===== src/hdl/cache_pkg.sv =====
`default_nettype none

package cache_pkg;

    localparam int WORD_WIDTH      = 32;
    localparam int WORD_BYTES      = WORD_WIDTH / 8;
    localparam int LINE_WORDS      = 4;
    localparam int LINE_BYTES      = LINE_WORDS * WORD_BYTES;
    localparam int WORD_ADDR_WIDTH = 16;
    localparam int LINE_ADDR_WIDTH = WORD_ADDR_WIDTH - $clog2(LINE_WORDS);
    localparam int CORE_TAG_WIDTH  = 8;

    typedef logic [LINE_WORDS-1:0][WORD_WIDTH-1:0] line_t;

    typedef enum logic {
        OP_READ  = 1'b0,
        OP_WRITE = 1'b1
    } req_op_e;

    typedef struct packed {
        req_op_e                    op;
        logic [WORD_BYTES-1:0]      byteen;
        logic [WORD_ADDR_WIDTH-1:0] addr;
        logic [WORD_WIDTH-1:0]      data;
        logic [CORE_TAG_WIDTH-1:0]  tag;
    } core_req_t;

    typedef struct packed {
        logic [WORD_WIDTH-1:0]     data;
        logic [CORE_TAG_WIDTH-1:0] tag;
    } core_rsp_t;

    // Line granular DRAM traffic
    typedef struct packed {
        req_op_e                    op;
        logic [LINE_ADDR_WIDTH-1:0] addr;
        line_t                      data;
        logic [LINE_BYTES-1:0]      byteen;
    } dram_req_t;

    typedef struct packed {
        logic [LINE_ADDR_WIDTH-1:0] addr;
        line_t                      data;
    } dram_rsp_t;

    typedef enum logic [2:0] {
        S_IDLE,
        S_LOOKUP,
        S_FILL_REQ,
        S_FILL_WAIT,
        S_WRITE_REQ,
        S_RSP
    } bank_state_e;

endpackage

`default_nettype wire


===== src/hdl/cache_dram_req_arb.sv =====
`timescale 1ns/1ns
`default_nettype none

module cache_dram_req_arb #(
    parameter int NUM_BANKS = 4
) (
    input  wire logic                                 clk,
    input  wire logic                                 rst_n,
    input  wire logic [NUM_BANKS-1:0]                 bank_valid,
    input  wire cache_pkg::dram_req_t [NUM_BANKS-1:0] bank_req,
    output logic [NUM_BANKS-1:0]                      bank_ready,
    output logic                                      dram_req_valid,
    output cache_pkg::dram_req_t                      dram_req,
    input  wire logic                                 dram_req_ready
);

    localparam int BANK_BITS = $clog2(NUM_BANKS);

    logic [BANK_BITS-1:0] rr_q;
    logic [BANK_BITS-1:0] grant_idx;
    logic                 grant_valid;
    logic                 load;
    logic                 out_valid_q;
    cache_pkg::dram_req_t out_q;

    // Search starts at the pointer and wraps
    always_comb begin
        logic [BANK_BITS-1:0] cand;
        grant_valid = 1'b0;
        grant_idx   = rr_q;
        for (int i = 0; i < NUM_BANKS; i++) begin
            cand = rr_q + BANK_BITS'(i);
            if (!grant_valid && bank_valid[cand]) begin
                grant_valid = 1'b1;
                grant_idx   = cand;
            end
        end
    end

    // Single entry, refilled when empty or draining
    assign load = !out_valid_q || dram_req_ready;

    always_comb begin
        bank_ready = '0;
        bank_ready[grant_idx] = load && grant_valid;
    end

    always_ff @(posedge clk) begin
        if (!rst_n) begin
            out_valid_q <= 1'b0;
            rr_q        <= '0;
        end else if (load) begin
            out_valid_q <= grant_valid;
            if (grant_valid) begin
                rr_q <= grant_idx + 1'b1;
            end
        end
    end

    always_ff @(posedge clk) begin
        if (load && grant_valid) begin
            out_q <= bank_req[grant_idx];
        end
    end

    assign dram_req_valid = out_valid_q;
    assign dram_req       = out_q;

endmodule

`default_nettype wire


===== config.mk =====
export PLATFORM = sky130hd
export DESIGN_NAME = cache_dram_req_arb
export DESIGN_NICKNAME = d
export VERILOG_FILES = /design/src/hdl/cache_pkg.sv /design/src/hdl/cache_dram_req_arb.sv
export SDC_FILE = /design/constraint.sdc
export NUM_CORES = 1
export LEC_CHECK = 0
export ABC_AREA = 1
export BUFFER_PORTS_ARGS = -buffer_cell sky130_fd_sc_hd__clkbuf_2
export CAP_MARGIN = 10
export CORE_AREA = 2 2 316 318
export DETAILED_ROUTE_END_ITERATION = 10
export DIE_AREA = 0 0 318 320
export PLACE_DENSITY_LB_ADDON = 0.08
export SLEW_MARGIN = 40
export SYNTH_ARGS = -nofsm -noshare
export SYNTH_HDL_FRONTEND = slang
export SYNTH_SLANG_ARGS = --single-unit

===== constraint.sdc =====
create_clock -name clk -period 8.5 [get_ports clk]
set_clock_uncertainty 0.1 [all_clocks]
set_input_delay 0.85 -clock clk [delete_from_list [all_inputs] [get_ports clk]]
set_output_delay 0.85 -clock clk [all_outputs]
set_load 0.01 [all_outputs]

==> impl_metrics.py <==
metrics = {
    "sta": {
        "rsz0062_at_grt": "no",
        "finalCriticalPeriod_ns": 4.30,
        "setup_violations": 0,
        "min_period_over_period": 0.506,
        "finalWorstSetupSlack_ns": 4.20,
        "finalHoldViolations": 0,
        "slew_headroom": 0.442,
        "fmax_mhz": 233,
        "worst_slew_pin_slew_ns": 0.837,
        "slew_viol_final": 0,
        "setup-tns-final_ns": 0,
    },
    "synthesis": {
        "ys_warn_count": 0,
        "avgSynthCellArea_sq_um": 7.17,
        "syn_area_sq_um": 10700,
        "synth_seq_cells": 162,
        "synth.area.top_cells": "edfxtp_1 (45%), nand2_1 (24%), nand3_1 (23%)",
        "netlist.area_leader.share": 0.446,
        "seq_area_frac_synth": 0.451,
        "syn_inst": 1495,
        "yosysTopAreaCell": "edfxtp_1",
        "yosys.cell_types.count": 18,
        "synth_nets": 2138,
    },
    "drt": {
        "via_per_inst": 3.76,
        "wl_met3_um": 4460,
        "drt-total-wl_um": 65000,
        "top_layer_used": "met5",
        "drt-met1-wl_um": 23100,
        "wl_met2_um": 35800,
        "drtPass1Iterations": 5,
        "drcViolationCount": 0,
        "drtAntennaViolNets": 0,
        "vias": 13208,
        "post_drt_wl_per_cell_um": 18.5,
        "dr.first_iter.drc_count": 581,
    },
    "final_layout": {
        "final_common_cell": "clkbuf_2",
        "most-common-layout-cells": "clkbuf_2 (806), nand2_1 (686), nand3_1 (492)",
        "syn2layout_area_growth_pct": 53.6,
        "multiInputGateArea_sq_um": 5150,
        "fill_cells": 11384,
        "seq_area_sq_um": 4830,
        "layout-drive-gt1-share": 0.384,
        "nNetsFinal": 2851,
    },
    "cts": {
        "cts_tree": "yes",
        "cts-hold-fix-buffers": 0,
        "root_buffer": "clkbuf_16",
        "clock-sinks": 162,
        "clock_latency_ns": 0.51,
        "cts_setup_buffers": 0,
        "clk_pin_slew_ns": 0.06,
        "numCtsBuffers": 17,
        "htree_levels": 4,
        "cts_resized": 0,
        "clock_path_buffers": 2,
    },
    "job": {
        "max_cap_viol_count": 0,
    },
    "floorplanning": {
        "core_area_sq_um": 98000,
        "initial_core_util": 0.109,
        "num_io_pins": 807,
        "num_rows": 115,
        "die_w_um": 318,
        "die_h_um": 320,
        "fp.dieArea_sq_um": 102000,
    },
    "power": {
        "power_density_nw_per_um2": 459,
        "leakage_nw": 8.37,
        "vdd_drop_max_v": 0.000329,
    },
    "grt": {
        "grt_pass1_wl_um": 92900,
        "grt_max_degree": 163,
        "antenna_found_initial": 9,
        "track_usage": 0.124,
        "grt_pass1_vias": 13876,
        "grt_overflow_total": 0,
    },
    "worst_setup_path": {
        "start_kind": "flop",
        "critPathArrivalTime_ns": 3.35,
        "r2r-start": "rr_q[0]",
        "cp.required_ns": 7.55,
        "startpoint": "rr_q[0]",
        "crit_fanout": 115,
        "critPathKind": "reg2out",
        "endpoint_kind": "output port",
    },
    "placed_design": {
        "dp_hpwl_um": 49800,
        "numPortBuffers": 806,
        "place_ws_ns": 4.32,
        "gp_congestion": 0.833,
    },
    "hold_path": {
        "hold_class": "in2reg",
        "min_from": "rst_n",
    },
    "status": {
        "status": "complete, no violations",
    },
}
==> registers in the layout (all words and copies together) (netlist names) <==
signal          count
dram_req_valid      1
rr_q                2
dram_req          159
==> metal layers <==
layer  global-route usage  vias up
met5                    0        -
met4               0.0466        8
met3               0.0410       69
met2                0.238      491
met1                0.124     6181
li1                     -     6459
==> worst paths after layout <==
path | to | depth (start not counted) | slack, ns
worst max register to register | dram_req[32] | 15 | 4.40
worst max-delay path | bank_ready[3] | 11 | 4.20
worst min register to register | dram_req_valid | 4 | 0.49
worst min-delay path | dram_req_valid | 3 | 0.45
==> synth_stat cells <==
library cell and n:
dfxtp_1 3, nor2_4 1, inv_2 4, buf_4 25
nand4_1 3, o21ai_1 1, buf_1 1, edfxtp_1 159
nor2_1 5, nand2_1 686, buf_6 4, nor3_1 1
nand3_1 492, a21oi_1 1, clkbuf_1 7, buf_2 88
inv_1 10, nand2_2 4
==> area by class of cell <==
cell class              count  share of cell area
diodes                      5            0.000760
repair buffers            819               0.257
clock buffers              20              0.0265
clock inverters            12             0.00707
multi-input cells        1194               0.313
flip-flops and latches    162               0.294
inverters                  14             0.00426
well taps                1287              0.0978
==> cell families after synthesis <==
family / after synthesis / synth area share
compound gates: 2 / 0.000933
buf+inv: 139 / 0.0705
simple gates: 1192 / 0.477
flops: 162 / 0.451
==> per-stage QoR <==
step	power (mW)	std cells	hold WS [ns]	util	area, sq um
floorplan	5.15	1495	0.462	-	10700
global placement	6.96	3474	0.508	0.161	15800
detailed placement	6.95	3474	0.487	0.162	15800
CTS	7.80	3506	0.382	0.167	16400
global route	8.35	3513	0.409	0.168	16500
finish	7.56	3513	0.448	0.168	16500
==> where the power goes <==
group          switching [mW]  internal [mW]  total [mW]  leakage [nW]
clock                   0.380          0.425       0.806         0.250
combinational            3.58           1.37        4.94          6.44
sequential              0.137           1.67        1.81          1.68
==> worst max-delay path, stage by stage, from the launching register on <==
cell and delay, ns:
dfxtp_1 0.61, inv_2 0.21, nand2_1 0.11, nand2_1 0.11, nand2_1 0.10, nand2_2 0.09
nor2_4 0.12, nand4_1 0.20, nand2_8 0.36, inv_8 0.31, nor3_1 0.32, clkbuf_2 0.18
Power figures use the tool's default switching activity.
