File: src/hdl/cache_pkg.sv
`default_nettype none

package cache_pkg;

    localparam int WORD_WIDTH      = 32;
    localparam int WORD_BYTES      = WORD_WIDTH / 8;
    localparam int LINE_WORDS      = 4;
    localparam int LINE_BYTES      = LINE_WORDS * WORD_BYTES;
    localparam int WORD_ADDR_WIDTH = 16;
    localparam int LINE_ADDR_WIDTH = WORD_ADDR_WIDTH - $clog2(LINE_WORDS);
    localparam int CORE_TAG_WIDTH  = 8;

    typedef logic [LINE_WORDS-1:0][WORD_WIDTH-1:0] line_t;

    typedef enum logic {
        OP_READ  = 1'b0,
        OP_WRITE = 1'b1
    } req_op_e;

    typedef struct packed {
        req_op_e                    op;
        logic [WORD_BYTES-1:0]      byteen;
        logic [WORD_ADDR_WIDTH-1:0] addr;
        logic [WORD_WIDTH-1:0]      data;
        logic [CORE_TAG_WIDTH-1:0]  tag;
    } core_req_t;

    typedef struct packed {
        logic [WORD_WIDTH-1:0]     data;
        logic [CORE_TAG_WIDTH-1:0] tag;
    } core_rsp_t;

    // Line granular DRAM traffic
    typedef struct packed {
        req_op_e                    op;
        logic [LINE_ADDR_WIDTH-1:0] addr;
        line_t                      data;
        logic [LINE_BYTES-1:0]      byteen;
    } dram_req_t;

    typedef struct packed {
        logic [LINE_ADDR_WIDTH-1:0] addr;
        line_t                      data;
    } dram_rsp_t;

    typedef enum logic [2:0] {
        S_IDLE,
        S_LOOKUP,
        S_FILL_REQ,
        S_FILL_WAIT,
        S_WRITE_REQ,
        S_RSP
    } bank_state_e;

endpackage

`default_nettype wire

File: src/hdl/cache_bank.sv
`timescale 1ns/1ns
`default_nettype none

module cache_bank #(
    parameter int NUM_BANKS      = 4,
    parameter int LINES_PER_BANK = 32
) (
    input  wire logic                 clk,
    input  wire logic                 rst_n,
    input  wire logic                 req_valid,
    input  wire cache_pkg::core_req_t req,
    output logic                      req_ready,
    input  wire logic                 fill_valid,
    input  wire cache_pkg::dram_rsp_t fill,
    output logic                      dram_valid,
    output cache_pkg::dram_req_t      dram_req,
    input  wire logic                 dram_ready,
    output logic                      rsp_valid,
    output cache_pkg::core_rsp_t      rsp,
    input  wire logic                 rsp_ready
);

    localparam int OFFSET_BITS = $clog2(cache_pkg::LINE_WORDS);
    localparam int BANK_BITS   = $clog2(NUM_BANKS);
    localparam int INDEX_BITS  = $clog2(LINES_PER_BANK);
    localparam int TAG_BITS    = cache_pkg::LINE_ADDR_WIDTH - BANK_BITS - INDEX_BITS;

    cache_pkg::bank_state_e state_q;
    cache_pkg::core_req_t   req_q;
    cache_pkg::core_rsp_t   rsp_q;
    logic                   lookup_rd_q;
    logic                   lookup_done;

    logic [LINES_PER_BANK-1:0] valid_q;
    logic [TAG_BITS-1:0]       tag_mem [LINES_PER_BANK];
    cache_pkg::line_t          data_mem [LINES_PER_BANK];

    logic                rd_valid_q;
    logic [TAG_BITS-1:0] rd_tag_q;
    cache_pkg::line_t    rd_line_q;

    logic [cache_pkg::LINE_ADDR_WIDTH-1:0] line_addr;
    logic [INDEX_BITS-1:0]                 req_idx;
    logic [TAG_BITS-1:0]                   req_tag;
    logic [OFFSET_BITS-1:0]                req_word;
    logic [INDEX_BITS-1:0]                 fill_idx;
    logic [TAG_BITS-1:0]                   fill_tag;
    logic                                  hit;
    logic [cache_pkg::WORD_WIDTH-1:0]      merged_word;
    cache_pkg::line_t                      merged_line;
    cache_pkg::line_t                      wt_line;
    logic [cache_pkg::LINE_BYTES-1:0]      wt_byteen;

    assign line_addr = req_q.addr[cache_pkg::WORD_ADDR_WIDTH-1:OFFSET_BITS];
    assign req_idx   = line_addr[BANK_BITS +: INDEX_BITS];
    assign req_tag   = line_addr[cache_pkg::LINE_ADDR_WIDTH-1 -: TAG_BITS];
    assign req_word  = req_q.addr[OFFSET_BITS-1:0];
    assign fill_idx  = fill.addr[BANK_BITS +: INDEX_BITS];
    assign fill_tag  = fill.addr[cache_pkg::LINE_ADDR_WIDTH-1 -: TAG_BITS];

    // Second lookup cycle sees the registered storage read
    assign lookup_done = (state_q == cache_pkg::S_LOOKUP) && lookup_rd_q;
    assign hit         = rd_valid_q && (rd_tag_q == req_tag);

    always_comb begin
        merged_word = rd_line_q[req_word];
        for (int b = 0; b < cache_pkg::WORD_BYTES; b++) begin
            if (req_q.byteen[b]) begin
                merged_word[8*b +: 8] = req_q.data[8*b +: 8];
            end
        end
        merged_line = rd_line_q;
        merged_line[req_word] = merged_word;
    end

    // Write-through line carries only the written word
    always_comb begin
        wt_line = '0;
        wt_line[req_word] = req_q.data;
        wt_byteen = '0;
        wt_byteen[req_word*cache_pkg::WORD_BYTES +: cache_pkg::WORD_BYTES] = req_q.byteen;
    end

    always_ff @(posedge clk) begin
        rd_valid_q <= valid_q[req_idx];
        rd_tag_q   <= tag_mem[req_idx];
        rd_line_q  <= data_mem[req_idx];
    end

    always_ff @(posedge clk) begin
        if (state_q == cache_pkg::S_FILL_WAIT && fill_valid) begin
            tag_mem[fill_idx]  <= fill_tag;
            data_mem[fill_idx] <= fill.data;
        end else if (lookup_done && hit && req_q.op == cache_pkg::OP_WRITE) begin
            data_mem[req_idx] <= merged_line;
        end
    end

    always_ff @(posedge clk) begin
        if (!rst_n) begin
            state_q     <= cache_pkg::S_IDLE;
            lookup_rd_q <= 1'b0;
            valid_q     <= '0;
        end else begin
            case (state_q)
                cache_pkg::S_IDLE: begin
                    if (req_valid) begin
                        state_q <= cache_pkg::S_LOOKUP;
                    end
                end
                cache_pkg::S_LOOKUP: begin
                    lookup_rd_q <= !lookup_rd_q;
                    if (lookup_rd_q) begin
                        if (req_q.op == cache_pkg::OP_WRITE) begin
                            state_q <= cache_pkg::S_WRITE_REQ;
                        end else if (hit) begin
                            state_q <= cache_pkg::S_RSP;
                        end else begin
                            state_q <= cache_pkg::S_FILL_REQ;
                        end
                    end
                end
                cache_pkg::S_FILL_REQ: begin
                    if (dram_ready) begin
                        state_q <= cache_pkg::S_FILL_WAIT;
                    end
                end
                cache_pkg::S_FILL_WAIT: begin
                    if (fill_valid) begin
                        valid_q[fill_idx] <= 1'b1;
                        state_q           <= cache_pkg::S_RSP;
                    end
                end
                cache_pkg::S_WRITE_REQ: begin
                    if (dram_ready) begin
                        state_q <= cache_pkg::S_IDLE;
                    end
                end
                cache_pkg::S_RSP: begin
                    if (rsp_ready) begin
                        state_q <= cache_pkg::S_IDLE;
                    end
                end
                default: state_q <= cache_pkg::S_IDLE;
            endcase
        end
    end

    always_ff @(posedge clk) begin
        if (state_q == cache_pkg::S_IDLE && req_valid) begin
            req_q <= req;
        end
        if (lookup_done && hit) begin
            rsp_q.data <= rd_line_q[req_word];
            rsp_q.tag  <= req_q.tag;
        end else if (state_q == cache_pkg::S_FILL_WAIT && fill_valid) begin
            rsp_q.data <= fill.data[req_word];
            rsp_q.tag  <= req_q.tag;
        end
    end

    assign req_ready  = (state_q == cache_pkg::S_IDLE);
    assign rsp_valid  = (state_q == cache_pkg::S_RSP);
    assign rsp        = rsp_q;
    assign dram_valid = (state_q == cache_pkg::S_FILL_REQ) ||
                        (state_q == cache_pkg::S_WRITE_REQ);

    always_comb begin
        dram_req.addr = line_addr;
        if (state_q == cache_pkg::S_WRITE_REQ) begin
            dram_req.op     = cache_pkg::OP_WRITE;
            dram_req.data   = wt_line;
            dram_req.byteen = wt_byteen;
        end else begin
            dram_req.op     = cache_pkg::OP_READ;
            dram_req.data   = '0;
            dram_req.byteen = '0;
        end
    end

endmodule

`default_nettype wire

File: config.mk
export PLATFORM = sky130hd
export DESIGN_NAME = cache_bank
export DESIGN_NICKNAME = d
export VERILOG_FILES = /design/src/hdl/cache_pkg.sv /design/src/hdl/cache_bank.sv
export SDC_FILE = /design/constraint.sdc
export NUM_CORES = 2
export LEC_CHECK = 0
export BUFFER_PORTS_ARGS = -buffer_cell sky130_fd_sc_hd__buf_4
export CORE_ASPECT_RATIO = 1.5
export CORE_MARGIN = 4
export CORE_UTILIZATION = 40
export DETAILED_ROUTE_END_ITERATION = 8
export PLACE_DENSITY_LB_ADDON = 0.2
export SLEW_MARGIN = 40
export SYNTH_ARGS = -nofsm -noshare
export SYNTH_HDL_FRONTEND = slang
export SYNTH_MEMORY_MAX_BITS = 65536
export SYNTH_SLANG_ARGS = --single-unit
File: constraint.sdc
create_clock -name clk -period 29.1 [get_ports clk]
set_input_delay 2.91 -clock clk [delete_from_list [all_inputs] [get_ports clk]]
set_output_delay 2.91 -clock clk [all_outputs]
set_load 0.1 [all_outputs]
==> results by group <==
Run status
  – Status: completed

CTS
  – Post-cts hold buffer count: 0
  – TritonCTS clock tree: done
  – # clock sinks: 4593
  – H-tree depth: 5
  – Clock Path Buffers: 4
  – CTS clk-pin slew, worst paths: 0.06 ns
  – CTS Root Buffer Type: clkbuf_16
  – Post-CTS sizing: 0
  – Clock latency on the worst-skew pair: 1.02 ns
  – Setup Buffers After CTS: 0
  – Total CTS buffers: 440

Placement
  – IO Port Bufs: 408
  – Dpl hpwl: 298500 um
  – DP Worst Slack: 21.19 ns
  – Placed inst area: 0.1898 sq mm
  – Gpl congestion: 0.7854

Global route
  – First-pass GRT wire length: 755900 um
  – Largest net degree at the start of global routing: 142
  – GR Util All Layers: 23.30%
  – Initial antenna violation count: 42
  – Vias in the first global route: 96110
  – GRT overflow: 0

Critical path
  – CP peak stage delay: 0.70 ns
  – Critical-path cell list: buf_4 -> and4b_1 -> nand4_1 -> nand2b_1 -> o31ai_4 -> buf_4 -> buf_4 -> buf_6 -> buf_6
  – Crit path DAT: 7.49 ns
  – Cell at the slowest stage of the critical path: buf_4
  – Worst r2r src: state_q[0]$_SDFFE_PN0P_
  – CP dominant cell by count: buf_4
  – Worst Path Max Fanout: 41
  – Family with the most delay on the worst path: buffers and inverters
  – R2r setup slk: 23.09 ns
  – Worst path bufs/invs: 5
  – Critical Path Sink: data_mem[23][20]$_DFFE_PP_
  – Worst Setup SP: fill_valid
  – Crit path required time: 29.71 ns
  – Reg2reg path depth: 10
  – Cell depth of the worst setup path: 9
  – Reg2reg end: data_mem[19][24]$_DFFE_PP_
  – Worst Setup Start Kind: input pin
  – CP Capture Type: flop
  – Kind of critical path: in -> reg

Synthesis
  – Post-synthesis register bit count: 4593
  – Number of flops mapped to enable cells by yosys: 4421
  – Mapped Nets: 9160
  – Top FF cell, synth: edfxtp_1
  – Top cells by area, synth: edfxtp_1, mux4_2, mux2_2
  – Area leader, netlist: edfxtp_1
  – Seq/Total Area, Yosys: 76.31%
  – Synth Warn #: 0
  – Unique masters post-synth: 53
  – Syn_area_per_cell: 19.95 sq um
  – Synth Instances: 8946
  – Netlist Area Pre-Place: 0.1785 sq mm
  – Async S/R FF share, synth: 0%
  – Synth top area share: 74.38%

Flow run
  – Number of max-cap violations: 0

Power and ir drop
  – LEAKAGE: 65.31 nW
  – P per Cell Area: 77.01 mW/mm^2
  – VDD IR max: 0.05415 mV
  – Sequential share of power: 47.7%
  – Switching Share: 26.23%
  – Clock share of power: 37.1%
  – Combinational share of power: 15.2%
  – Pint: 0.01163 W
  – Pwr Total: 0.01577 W
  – Sw power: 0.004136 W

Finish
  – Area of the multi-input gates: 0.04023 sq mm
  – Commonest non-fill, non-tap cell in the layout: edfxtp_1
  – Filler cells: 37280
  – Nets: 9701
  – Cell area after layout: 0.2047 sq mm
  – Commonest cells after routing, fill and taps aside: edfxtp_1, mux2_2, mux4_2
  – Layout cell share with drive strength beyond 1: 31.08%
  – Layout Area Growth over Synthesis: 14.70%
  – FF+latch area: 0.1362 sq mm

Timing
  – Max Slew Vio Count: 0
  – Final number of setup-violating endpoints: 0
  – Fmax: 145.4 MHz
  – Final Cycle Share: 23.63%
  – Final hold vios: 0
  – RSZ-0062 raised after global routing: false
  – Final TNS setup: 0 ns
  – PnR worst setup slack: 22.22 ns
  – WHS: 0.4240 ns
  – Slew @ Worst Pin: 0.9882 ns
  – Slew Limit Headroom: 34.12%
  – Skew final: 0.06374 ns
  – Final Critical Period: 6.878 ns

Min path
  – Min-delay worst type: reg -> reg

Floorplan
  – FP Rows: 300
  – Chip Width: 553.4 um
  – Die H: 826.1 um
  – Core Box Area: 0.4448 sq mm
  – Ports: 411
  – Die footprint: 0.4572 sq mm
  – Starting density of the core: 40.12%

Detailed routing
  – Wire per inst: 34.53 um
  – Avg Vias per Cell: 5.991
  – DRT Pass-1 Iters: 6
  – DR iter-0 viols: 10600
  – Routed wire length: 544800 um
  – Vias: 94520
  – DRT antenna net count: 0
  – Residual DRC: 0
==> state kept, by name (all words and copies together), names as in the netlist, 3 cells and up <==
signal     count
data_mem    4096
tag_mem      224
rd_line_q    128
req_q         47
rsp           40
valid_q       32
dram_req      14
rd_tag_q       7
state_q        3
==> cell usage after synthesis (138+ instances only) <==
cell	count
buf_2	248
mux2_2	978
mux4_2	608
mux2i_1	187
edfxtp_1	4421
nand4_1	138
o22ai_1	475
clkbuf_1	246
dfxtp_1	172
or3_1	229
a22oi_1	319
nor2_1	160
==> metal layers <==
layer	track usage, %	vias to the layer above	part of all wire, %
met4	6.303	18	2.9
met5	0	-	0.023
met3	3.667	826	7.6
met1	30.77	51240	39
met2	40.17	4162	50
li1	-	38270	-
==> power groups by stage <==
| stage | logic, W | clock network (W) | registers [W] |
|---|---|---|---|
| floorplan | 0.00158 | 0 | 0.00757 |
| global placement | 0.00235 | 0 | 0.00766 |
| detailed placement | 0.00240 | 0 | 0.00766 |
| CTS | 0.00241 | 0.00594 | 0.00752 |
| global route | 0.00253 | 0.00622 | 0.00752 |
| finish | 0.00240 | 0.00585 | 0.00752 |
==> worst min-delay path by stage <==
| stage | startpoint | end | slack, ns | cells past startpoint |
|---|---|---|---|---|
| finish | req_q[5]$_DFFE_PP_ | rsp[5]$_DFFE_PP_ | 0.42 | 0 |
| global route | req_q[5]$_DFFE_PP_ | rsp[5]$_DFFE_PP_ | 0.43 | 0 |
| global placement | req_q[7]$_DFFE_PP_ | rsp[7]$_DFFE_PP_ | 0.40 | 0 |
| CTS | req_q[6]$_DFFE_PP_ | rsp[6]$_DFFE_PP_ | 0.42 | 0 |
| floorplan | req_q[0]$_DFFE_PP_ | rsp[0]$_DFFE_PP_ | 0.40 | 0 |
| detailed placement | req_q[6]$_DFFE_PP_ | rsp[6]$_DFFE_PP_ | 0.41 | 0 |
==> worst reg2reg max path: stages (launching register included) <==
cell and delay (ns):
dfxtp_1 0.60, inv_1 0.18, nor4b_2 0.56, nand4_4 0.55, buf_4 0.61, o31ai_4 0.34, buf_4 0.54, buf_4 0.75
buf_6 0.70, buf_4 0.51, buf_12 0.26
==> logic make-up (layout without fill, tap and decap cells) <==
kind of cell / count (synthesis) / after routing / synth area share (%)
compound gates: 1015 / 1015 / 3.862
mux: 1859 / 1859 / 15.43
flops: 4593 / 4593 / 76.31
buf+inv: 604 / 1531 / 1.575
simple gates: 861 / 861 / 2.737
fa+ha+maj: 5 / 5 / 0.03505
xor+xnor: 9 / 9 / 0.04416
other cells: 0 / 14 / 0
==> metrics by stage <==
stage | utilization [%] | instances
6_report | 46.02 | 15780
5_1_grt | 46.02 | 15770
4_1_cts | 45.99 | 15760
3_5_place_dp | 42.68 | 14930
3_3_place_gp | 42.48 | 14910
2_1_floorplan | - | 8946
==> layout make-up <==
class                      instances  share of cell area [%]
antenna                           14                 0.01711
clock buffer                     589                   5.950
clock inverter                   239                   1.242
inverter                          21                 0.03851
multi-input combinational       3749                   19.65
sequential                      4593                   66.53
tap                             5889                   3.599
timing repair buffer             682                   2.965
(Power assumes the default switching activity.)
