## src/hdl/cache_pkg.sv

```systemverilog
`default_nettype none

package cache_pkg;

    localparam int WORD_WIDTH      = 32;
    localparam int WORD_BYTES      = WORD_WIDTH / 8;
    localparam int LINE_WORDS      = 4;
    localparam int LINE_BYTES      = LINE_WORDS * WORD_BYTES;
    localparam int WORD_ADDR_WIDTH = 16;
    localparam int LINE_ADDR_WIDTH = WORD_ADDR_WIDTH - $clog2(LINE_WORDS);
    localparam int CORE_TAG_WIDTH  = 8;

    typedef logic [LINE_WORDS-1:0][WORD_WIDTH-1:0] line_t;

    typedef enum logic {
        OP_READ  = 1'b0,
        OP_WRITE = 1'b1
    } req_op_e;

    typedef struct packed {
        req_op_e                    op;
        logic [WORD_BYTES-1:0]      byteen;
        logic [WORD_ADDR_WIDTH-1:0] addr;
        logic [WORD_WIDTH-1:0]      data;
        logic [CORE_TAG_WIDTH-1:0]  tag;
    } core_req_t;

    typedef struct packed {
        logic [WORD_WIDTH-1:0]     data;
        logic [CORE_TAG_WIDTH-1:0] tag;
    } core_rsp_t;

    // Line granular DRAM traffic
    typedef struct packed {
        req_op_e                    op;
        logic [LINE_ADDR_WIDTH-1:0] addr;
        line_t                      data;
        logic [LINE_BYTES-1:0]      byteen;
    } dram_req_t;

    typedef struct packed {
        logic [LINE_ADDR_WIDTH-1:0] addr;
        line_t                      data;
    } dram_rsp_t;

    typedef enum logic [2:0] {
        S_IDLE,
        S_LOOKUP,
        S_FILL_REQ,
        S_FILL_WAIT,
        S_WRITE_REQ,
        S_RSP
    } bank_state_e;

endpackage

`default_nettype wire

```

## src/hdl/cache_core_rsp_merge.sv

```systemverilog
`timescale 1ns/1ns
`default_nettype none

module cache_core_rsp_merge #(
    parameter int NUM_BANKS = 4
) (
    input  wire logic                                 clk,
    input  wire logic                                 rst_n,
    input  wire logic [NUM_BANKS-1:0]                 bank_valid,
    input  wire cache_pkg::core_rsp_t [NUM_BANKS-1:0] bank_rsp,
    output logic [NUM_BANKS-1:0]                      bank_ready,
    output logic                                      core_rsp_valid,
    output cache_pkg::core_rsp_t                      core_rsp,
    input  wire logic                                 core_rsp_ready
);

    localparam int BANK_BITS = $clog2(NUM_BANKS);

    logic [BANK_BITS-1:0] rr_q;
    logic [BANK_BITS-1:0] sel_idx;
    logic                 sel_valid;
    logic                 take;
    logic                 rsp_valid_q;
    cache_pkg::core_rsp_t rsp_q;

    always_comb begin
        logic [BANK_BITS-1:0] cand;
        sel_valid = 1'b0;
        sel_idx   = rr_q;
        for (int i = 0; i < NUM_BANKS; i++) begin
            cand = rr_q + BANK_BITS'(i);
            if (!sel_valid && bank_valid[cand]) begin
                sel_valid = 1'b1;
                sel_idx   = cand;
            end
        end
    end

    assign take = !rsp_valid_q || core_rsp_ready;

    always_comb begin
        bank_ready = '0;
        bank_ready[sel_idx] = take && sel_valid;
    end

    // Pointer moves past the bank just served
    always_ff @(posedge clk) begin
        if (!rst_n) begin
            rsp_valid_q <= 1'b0;
            rr_q        <= '0;
        end else if (take) begin
            rsp_valid_q <= sel_valid;
            if (sel_valid) begin
                rr_q <= sel_idx + 1'b1;
            end
        end
    end

    always_ff @(posedge clk) begin
        if (take && sel_valid) begin
            rsp_q <= bank_rsp[sel_idx];
        end
    end

    assign core_rsp_valid = rsp_valid_q;
    assign core_rsp       = rsp_q;

endmodule

`default_nettype wire

```

## config.mk

```make
export PLATFORM = sky130hd
export DESIGN_NAME = cache_core_rsp_merge
export DESIGN_NICKNAME = d
export VERILOG_FILES = /design/src/hdl/cache_pkg.sv /design/src/hdl/cache_core_rsp_merge.sv
export SDC_FILE = /design/constraint.sdc
export NUM_CORES = 1
export LEC_CHECK = 0
export BUFFER_PORTS_ARGS = -buffer_cell sky130_fd_sc_hd__buf_2
export CAP_MARGIN = 20
export CELL_PAD_IN_SITES_DETAIL_PLACEMENT = 0
export CELL_PAD_IN_SITES_GLOBAL_PLACEMENT = 1
export CORE_MARGIN = 10
export CORE_UTILIZATION = 29
export DETAILED_ROUTE_END_ITERATION = 12
export PLACE_DENSITY = 0.95
export SLEW_MARGIN = 20
export SYNTH_ARGS = -nofsm -noshare
export SYNTH_HDL_FRONTEND = slang
export SYNTH_SLANG_ARGS = --single-unit
```

## constraint.sdc

```tcl
create_clock -name clk -period 9.25 [get_ports clk]
set_input_delay 1.3875 -clock clk [delete_from_list [all_inputs] [get_ports clk]]
set_output_delay 1.3875 -clock clk [all_outputs]
set_load 0.03 [all_outputs]
```

==> results of run 1 <==
-- power by group through the flow --
stage	clock network (mW)	logic (mW)	registers, mW
6_report	0.111	0.356	0.287
2_1_floorplan	0	0.161	0.385
3_5_place_dp	0	0.360	0.292
3_3_place_gp	0	0.353	0.291
5_1_grt	0.127	0.392	0.292
4_1_cts	0.118	0.361	0.288
-- sequential cells by signal (all words and copies together), names as in the netlist --
signal	cells
core_rsp	40
rr_q	2
core_rsp_valid	1
-- critical path, cell delays in order --
cell and delay, ps:
buf_2 120, nor2b_1 160, or2_1 270, o21ai_4 690, buf_4 570, and3_1 230, buf_2 190
-- logic make-up (layout without fill, tap and decap cells) --
| logic type | count (synthesis) | in the layout | share of synthesized area [%] |
|---|---|---|---|
| simple gates | 138 | 138 | 21.8 |
| buf+inv | 27 | 224 | 6.20 |
| compound gates | 92 | 92 | 24.0 |
| flops | 43 | 43 | 47.7 |
| xor+xnor | 1 | 1 | 0.331 |
-- per-layer routing --
metal | vias to the layer above | track usage, %
met4 | 0 | 4.22
met3 | 8 | 5.43
met5 | - | 0
met2 | 133 | 25.1
li1 | 1487 | -
met1 | 1400 | 14.8
-- cell usage in the layout, fill, tap and decap left out, types with 2 or more instances in the layout --
master,count
o21ai_0,3
clkbuf_8,5
o21ai_4,2
nand2_1,124
or2_1,2
nor2b_1,3
a21oi_1,43
edfxtp_1,40
clkinv_1,2
buf_2,211
buf_4,4
a32oi_1,40
nor2_1,3
dfxtp_1,3
and3_1,2
-- area by class of cell --
| type | count | area, um^2 |
|---|---|---|
| Fill cell | 905 | 5000 |
| Sequential cell | 43 | 1260 |
| Multi-Input combinational cell | 231 | 1240 |
| Timing Repair Buffer | 215 | 1090 |
| Tap cell | 108 | 135 |
| Clock buffer | 6 | 72.6 |
| Clock inverter | 2 | 7.51 |
| Inverter | 1 | 3.75 |
-- per-stage QoR --
stage               std cells  power [mW]
floorplan                 301       0.547
global placement          598       0.644
detailed placement        598       0.652
CTS                       606       0.767
global route              606       0.810
finish                    606       0.754
-- final timing paths --
| path | end | slack, ps | cells after the start | from |
|---|---|---|---|---|
| worst max register to register | core_rsp[0] | 6640 | 5 | rr_q[0] |
| worst min register to register | core_rsp_valid | 520 | 2 | core_rsp_valid |
| worst max-delay path | bank_ready[3] | 4200 | 7 | bank_valid[0] |
| worst min-delay path | core_rsp_valid | 520 | 2 | core_rsp_valid |
==> impl_metrics.env, run 1 <==
export IMPL_netlist_area_mm2=0.00265
export IMPL_firstDrtPassIters=7
export IMPL_top_layer="met4"
export IMPL_synth_ff_type="edfxtp_1"
export IMPL_antennaDiodeCount=0
export IMPL_synthTopCellsByCount="124 x nand2_1, 44 x a21oi_1, 40 x a32oi_1, 40 x edfxtp_1, 17 x buf_2"
export IMPL_grt_overflow=0
export IMPL_tightest_slew_ps=940
export IMPL_detail_route_antenna_nets=0
export IMPL_vias=3028
export IMPL_synth_cell_types=24
export IMPL_clkPwrFrac_pct=14.7
export IMPL_die_w_um=116
export IMPL_fin_area_mm2=0.00380
export IMPL_leakagePower_nw=1.81
export IMPL_cts_buffer_depth=2
export IMPL_wire_per_inst_um=16.8
export IMPL_syn_to_final_growth_pct=43.9
export IMPL_synthArstFlopShare_pct=0
export IMPL_synth_area_top_cells="edfxtp_1 45%, nand2_1 18%, a32oi_1 13%"
export IMPL_hold_path_class="flip-flop to flip-flop"
export IMPL_synth_cells=301
export IMPL_final_util_pct=43.2
export IMPL_switchingPower_mw=0.314
export IMPL_synth_area_leader_cell="edfxtp_1"
export IMPL_synth_top_area_share_pct=45.4
export IMPL_drive_gt1_share_pct=45.6
export IMPL_synth_edff_count=40
export IMPL_fin_crit_sh_pct=54.6
export IMPL_setup_slack_ps=4200
export IMPL_syn_mean_instance_area_um2=8.79
export IMPL_skew_ps=2.91
export IMPL_die_h_um=116
export IMPL_clock_sinks=43
export IMPL_hpwlAfterDp_um=8020
export IMPL_grt_pass1_wl_um=15300
export IMPL_finalSetupViolations=0
export IMPL_outcome="finished, final reports clean"
export IMPL_ir_drop_v=0.000108
export IMPL_p_comb_share_pct=47.2
export IMPL_clock_latency_ps=280
export IMPL_cts_clk_slew_worst_paths_ps=80
export IMPL_via_per_inst=5.00
export IMPL_holdWs_ps=520
export IMPL_syn_nets=468
export IMPL_grt_antenna_before_repair=0
export IMPL_ys_seq_area_share_pct=47.7
export IMPL_core_area_mm2=0.00881
export IMPL_wl_um=10200
export IMPL_synth_seq_cells=43
export IMPL_end_kind="output pin"
export IMPL_wl_met1_um=3640
export IMPL_grt_max_degree=85
export IMPL_switching_share_pct=41.7
export IMPL_die_area_mm2=0.0133
export IMPL_met2WireLength_um=5290
export IMPL_place_area_mm2=0.00372
export IMPL_relSlewSlack_pct=37.1
export IMPL_start_util_pct=30.0
export IMPL_critPathArrivalTime_ps=3660
export IMPL_cts_tree="done"
export IMPL_port_buffers=211
export IMPL_grtUsageTotal_pct=14.0
export IMPL_hold_viol_final=0
export IMPL_cts_buffers_inserted=5
export IMPL_rsz0062_at_grt="false"
export IMPL_maxCapViolations=0
export IMPL_clockRootBuffer="clkbuf_8"
export IMPL_row_count=34
export IMPL_post_cts_buffers=0
export IMPL_gp_congestion=0.795
export IMPL_nets=664
export IMPL_sequentialPowerShare_pct=38.1
export IMPL_critical_path_class="input port to output pin"
export IMPL_cts_htree_levels=2
export IMPL_fmax_mhz=198
export IMPL_place_ws_ps=4220
export IMPL_cp_start_kind="input port"
export IMPL_cellPowerDensity_mw_per_mm2=198
export IMPL_yosysMostFrequentCell="nand2_1"
export IMPL_layout_min_cycle_time_ps=5050
export IMPL_drt_iter0_markers=298
export IMPL_io_pins=212
export IMPL_cellInternalPower_mw=0.440
export IMPL_final_setup_tns_ps=0
export IMPL_slew_viol_final=0
export IMPL_crit_required_ps=7860
export IMPL_wl_met3_um=1090
export IMPL_ys_warn_count=0
export IMPL_drc=0
export IMPL_cts_resized=0
export IMPL_cts_hold_fix_buffers=0
export IMPL_crit_fanout=52
export IMPL_grt_pass1_vias=3048
Power figures use the tool's default switching activity.
==> run 2: changes to the inputs <==
--- a/config.mk
+++ b/config.mk
@@ -10,9 +10,9 @@
 export CELL_PAD_IN_SITES_DETAIL_PLACEMENT = 0
 export CELL_PAD_IN_SITES_GLOBAL_PLACEMENT = 1
 export CORE_MARGIN = 10
-export CORE_UTILIZATION = 29
+export CORE_UTILIZATION = 27
 export DETAILED_ROUTE_END_ITERATION = 12
-export PLACE_DENSITY = 0.95
+export PLACE_DENSITY = 0.91
 export SLEW_MARGIN = 20
 export SYNTH_ARGS = -nofsm -noshare
 export SYNTH_HDL_FRONTEND = slang
==> constraint.sdc (replaced) <==
create_clock -name clk -period 5.29 [get_ports clk]
set_input_delay 0.7935 -clock clk [delete_from_list [all_inputs] [get_ports clk]]
set_output_delay 0.7935 -clock clk [all_outputs]
set_load 0.03 [all_outputs]
==> run 2 against run 1 <==
Critical path depth is 1 lower; die area is 6.1% higher; flip-flop and latch count stayed put; first-iteration DRC count is 42% lower; power is 76% higher; non-clock buffer count is 1 higher; combinational power is 75% higher; setup slack worse by 2100 ps; critical path type unchanged; highest routed layer unchanged.
==> impl_metrics.env, run 2 (synthesized netlist as in run 1, its figures left out) <==
export IMPL_outcome="finished, final reports clean"
export IMPL_cts_hold_fix_buffers=0
export IMPL_cellPowerDensity_mw_per_mm2=345
export IMPL_power_mw=1.33
export IMPL_crit_end="bank_ready[3]"
export IMPL_cts_clk_slew_worst_paths_ps=80
export IMPL_cts_tree="done"
export IMPL_port_buffers=211
export IMPL_drive_gt1_share_pct=45.9
export IMPL_crit_required_ps=4500
export IMPL_via_per_inst=4.77
export IMPL_grt_overflow=0
export IMPL_cp_startpoint="bank_valid[0]"
export IMPL_worst_r2r_endpoint="core_rsp[31]"
export IMPL_grt_max_degree=49
export IMPL_grt_pass1_vias=3076
export IMPL_rr_worst_depth=6
export IMPL_skew_ps=7.95
export IMPL_multi_input_area_mm2=0.00124
export IMPL_finalSetupViolations=0
export IMPL_hpwlAfterDp_um=8050
export IMPL_final_util_pct=39.9
export IMPL_core_area_mm2=0.00964
export IMPL_slew_viol_final=0
export IMPL_row_count=36
export IMPL_io_pins=212
export IMPL_cp_buffers_inverters=2
export IMPL_detail_route_antenna_nets=0
export IMPL_place_area_mm2=0.00376
export IMPL_regArea_mm2=0.00126
export IMPL_hold_viol_final=0
export IMPL_leakagePower_nw=1.82
export IMPL_r2r_slack_ps=2790
export IMPL_die_w_um=119
export IMPL_nets=665
export IMPL_cts_buffers_inserted=5
export IMPL_clock_latency_ps=290
export IMPL_syn_to_final_growth_pct=45.4
export IMPL_fin_crit_sh_pct=60.7
export IMPL_fmax_mhz=311
export IMPL_cts_buffer_depth=2
export IMPL_grt_pass1_wl_um=15400
export IMPL_cts_htree_levels=2
export IMPL_end_kind="output pin"
export IMPL_maxCapViolations=0
export IMPL_die_area_mm2=0.0142
export IMPL_max_stage_delay_ps=650
export IMPL_clockRootBuffer="clkbuf_8"
export IMPL_rsz0062_at_grt="false"
export IMPL_critical_path_class="input port to output pin"
export IMPL_vias=3017
export IMPL_clock_sinks=43
export IMPL_hold_path_class="flip-flop to flip-flop"
export IMPL_crit_fanout=39
export IMPL_die_h_um=119
export IMPL_final_setup_tns_ps=0
export IMPL_critPathArrivalTime_ps=2420
export IMPL_grt_antenna_before_repair=0
export IMPL_antennaDiodeCount=0
export IMPL_grtUsageTotal_pct=13.1
export IMPL_layout_min_cycle_time_ps=3210
export IMPL_layout_commonest_cell="buf_2"
export IMPL_cp_num_cells=6
export IMPL_ir_drop_v=0.000142
export IMPL_crit_slowest_cell="o21a_2"
export IMPL_largest_reg_flops=40
export IMPL_drc=0
export IMPL_wire_per_inst_um=15.9
export IMPL_fillerInstances=1048
export IMPL_layout_common_cells="211 x buf_2, 124 x nand2_1, 43 x a21oi_1, 40 x a32oi_1, 40 x edfxtp_1"
export IMPL_start_util_pct=27.4
export IMPL_crit_family="compound AO/OA/AOI/OAI gates"
export IMPL_crit_path_frequent_cell="buf_2"
export IMPL_cts_resized=0
export IMPL_relSlewSlack_pct=45.1
export IMPL_drt_iter0_markers=173
export IMPL_tightest_slew_ps=820
export IMPL_wl_um=10000
export IMPL_firstDrtPassIters=4
export IMPL_gp_congestion=0.800
export IMPL_post_cts_buffers=0
export IMPL_holdWs_ps=518
export IMPL_cp_start_kind="input port"
export IMPL_fin_area_mm2=0.00384
export IMPL_path_cells="buf_2 -> nor2b_1 -> nor3b_4 -> o21a_2 -> and3_1 -> buf_2"
export IMPL_timing_rr_start="rr_q[0]"
==> run 2: changes by cell type in the layout (fill, tap and decap cells not counted) <==
| cell | change |
|---|---|
| buf_4 | +1 |
| clkinv_1 | -2 |
| clkinv_2 | +1 |
| clkbuf_1 | +1 |
==> run 2: worst min-delay path, cell delays in order (launching register included) <==
cell	delay, ps
dfxtp_1	350
nand2_1	60
a21boi_0	60
==> run 2: layout make-up <==
class / count / area share, %
Multi-Input combinational cell: 231 / 32.2
Sequential cell: 43 / 32.8
Tap cell: 133 / 4.33
Clock inverter: 1 / 0.130
Timing Repair Buffer: 216 / 28.4
Clock buffer: 7 / 1.99
Inverter: 1 / 0.0976
==> run 2: worst min path at each step <==
| stage | from | end | slack, ps | cells past startpoint |
|---|---|---|---|---|
| 2_1_floorplan | rr_q[0] | rr_q[0] | 570 | 2 |
| 3_3_place_gp | core_rsp_valid | core_rsp_valid | 500 | 2 |
| 3_5_place_dp | core_rsp_valid | core_rsp_valid | 520 | 2 |
| 4_1_cts | core_rsp_valid | core_rsp_valid | 530 | 2 |
| 5_1_grt | core_rsp_valid | core_rsp_valid | 550 | 2 |
| 6_report | core_rsp_valid | core_rsp_valid | 520 | 2 |
==> run 2: per-layer routing <==
layer	part of all wire (%)	wire (um)	track usage [%]	vias up
met5	0	0	0	-
met4	0.82	82	3.44	0
met3	7.2	724	3.45	6
met2	53	5280	23.7	132
met1	39	3930	14.8	1387
li1	-	-	-	1492
==> run 2: power breakdown <==
group / internal, mW / total [mW] / switching [mW]
combinational: 0.201 / 0.623 / 0.422
clock: 0.0929 / 0.204 / 0.111
sequential: 0.478 / 0.500 / 0.0218
total: 0.772 / 1.33 / 0.555
==> run 2: metrics by stage <==
stage                     std cells  setup slack, ps
after detailed placement        624             2090
after global routing            632             1950
after global placement          624             2150
after floorplan                 301              833
final                           632             2080
after CTS                       632             2070
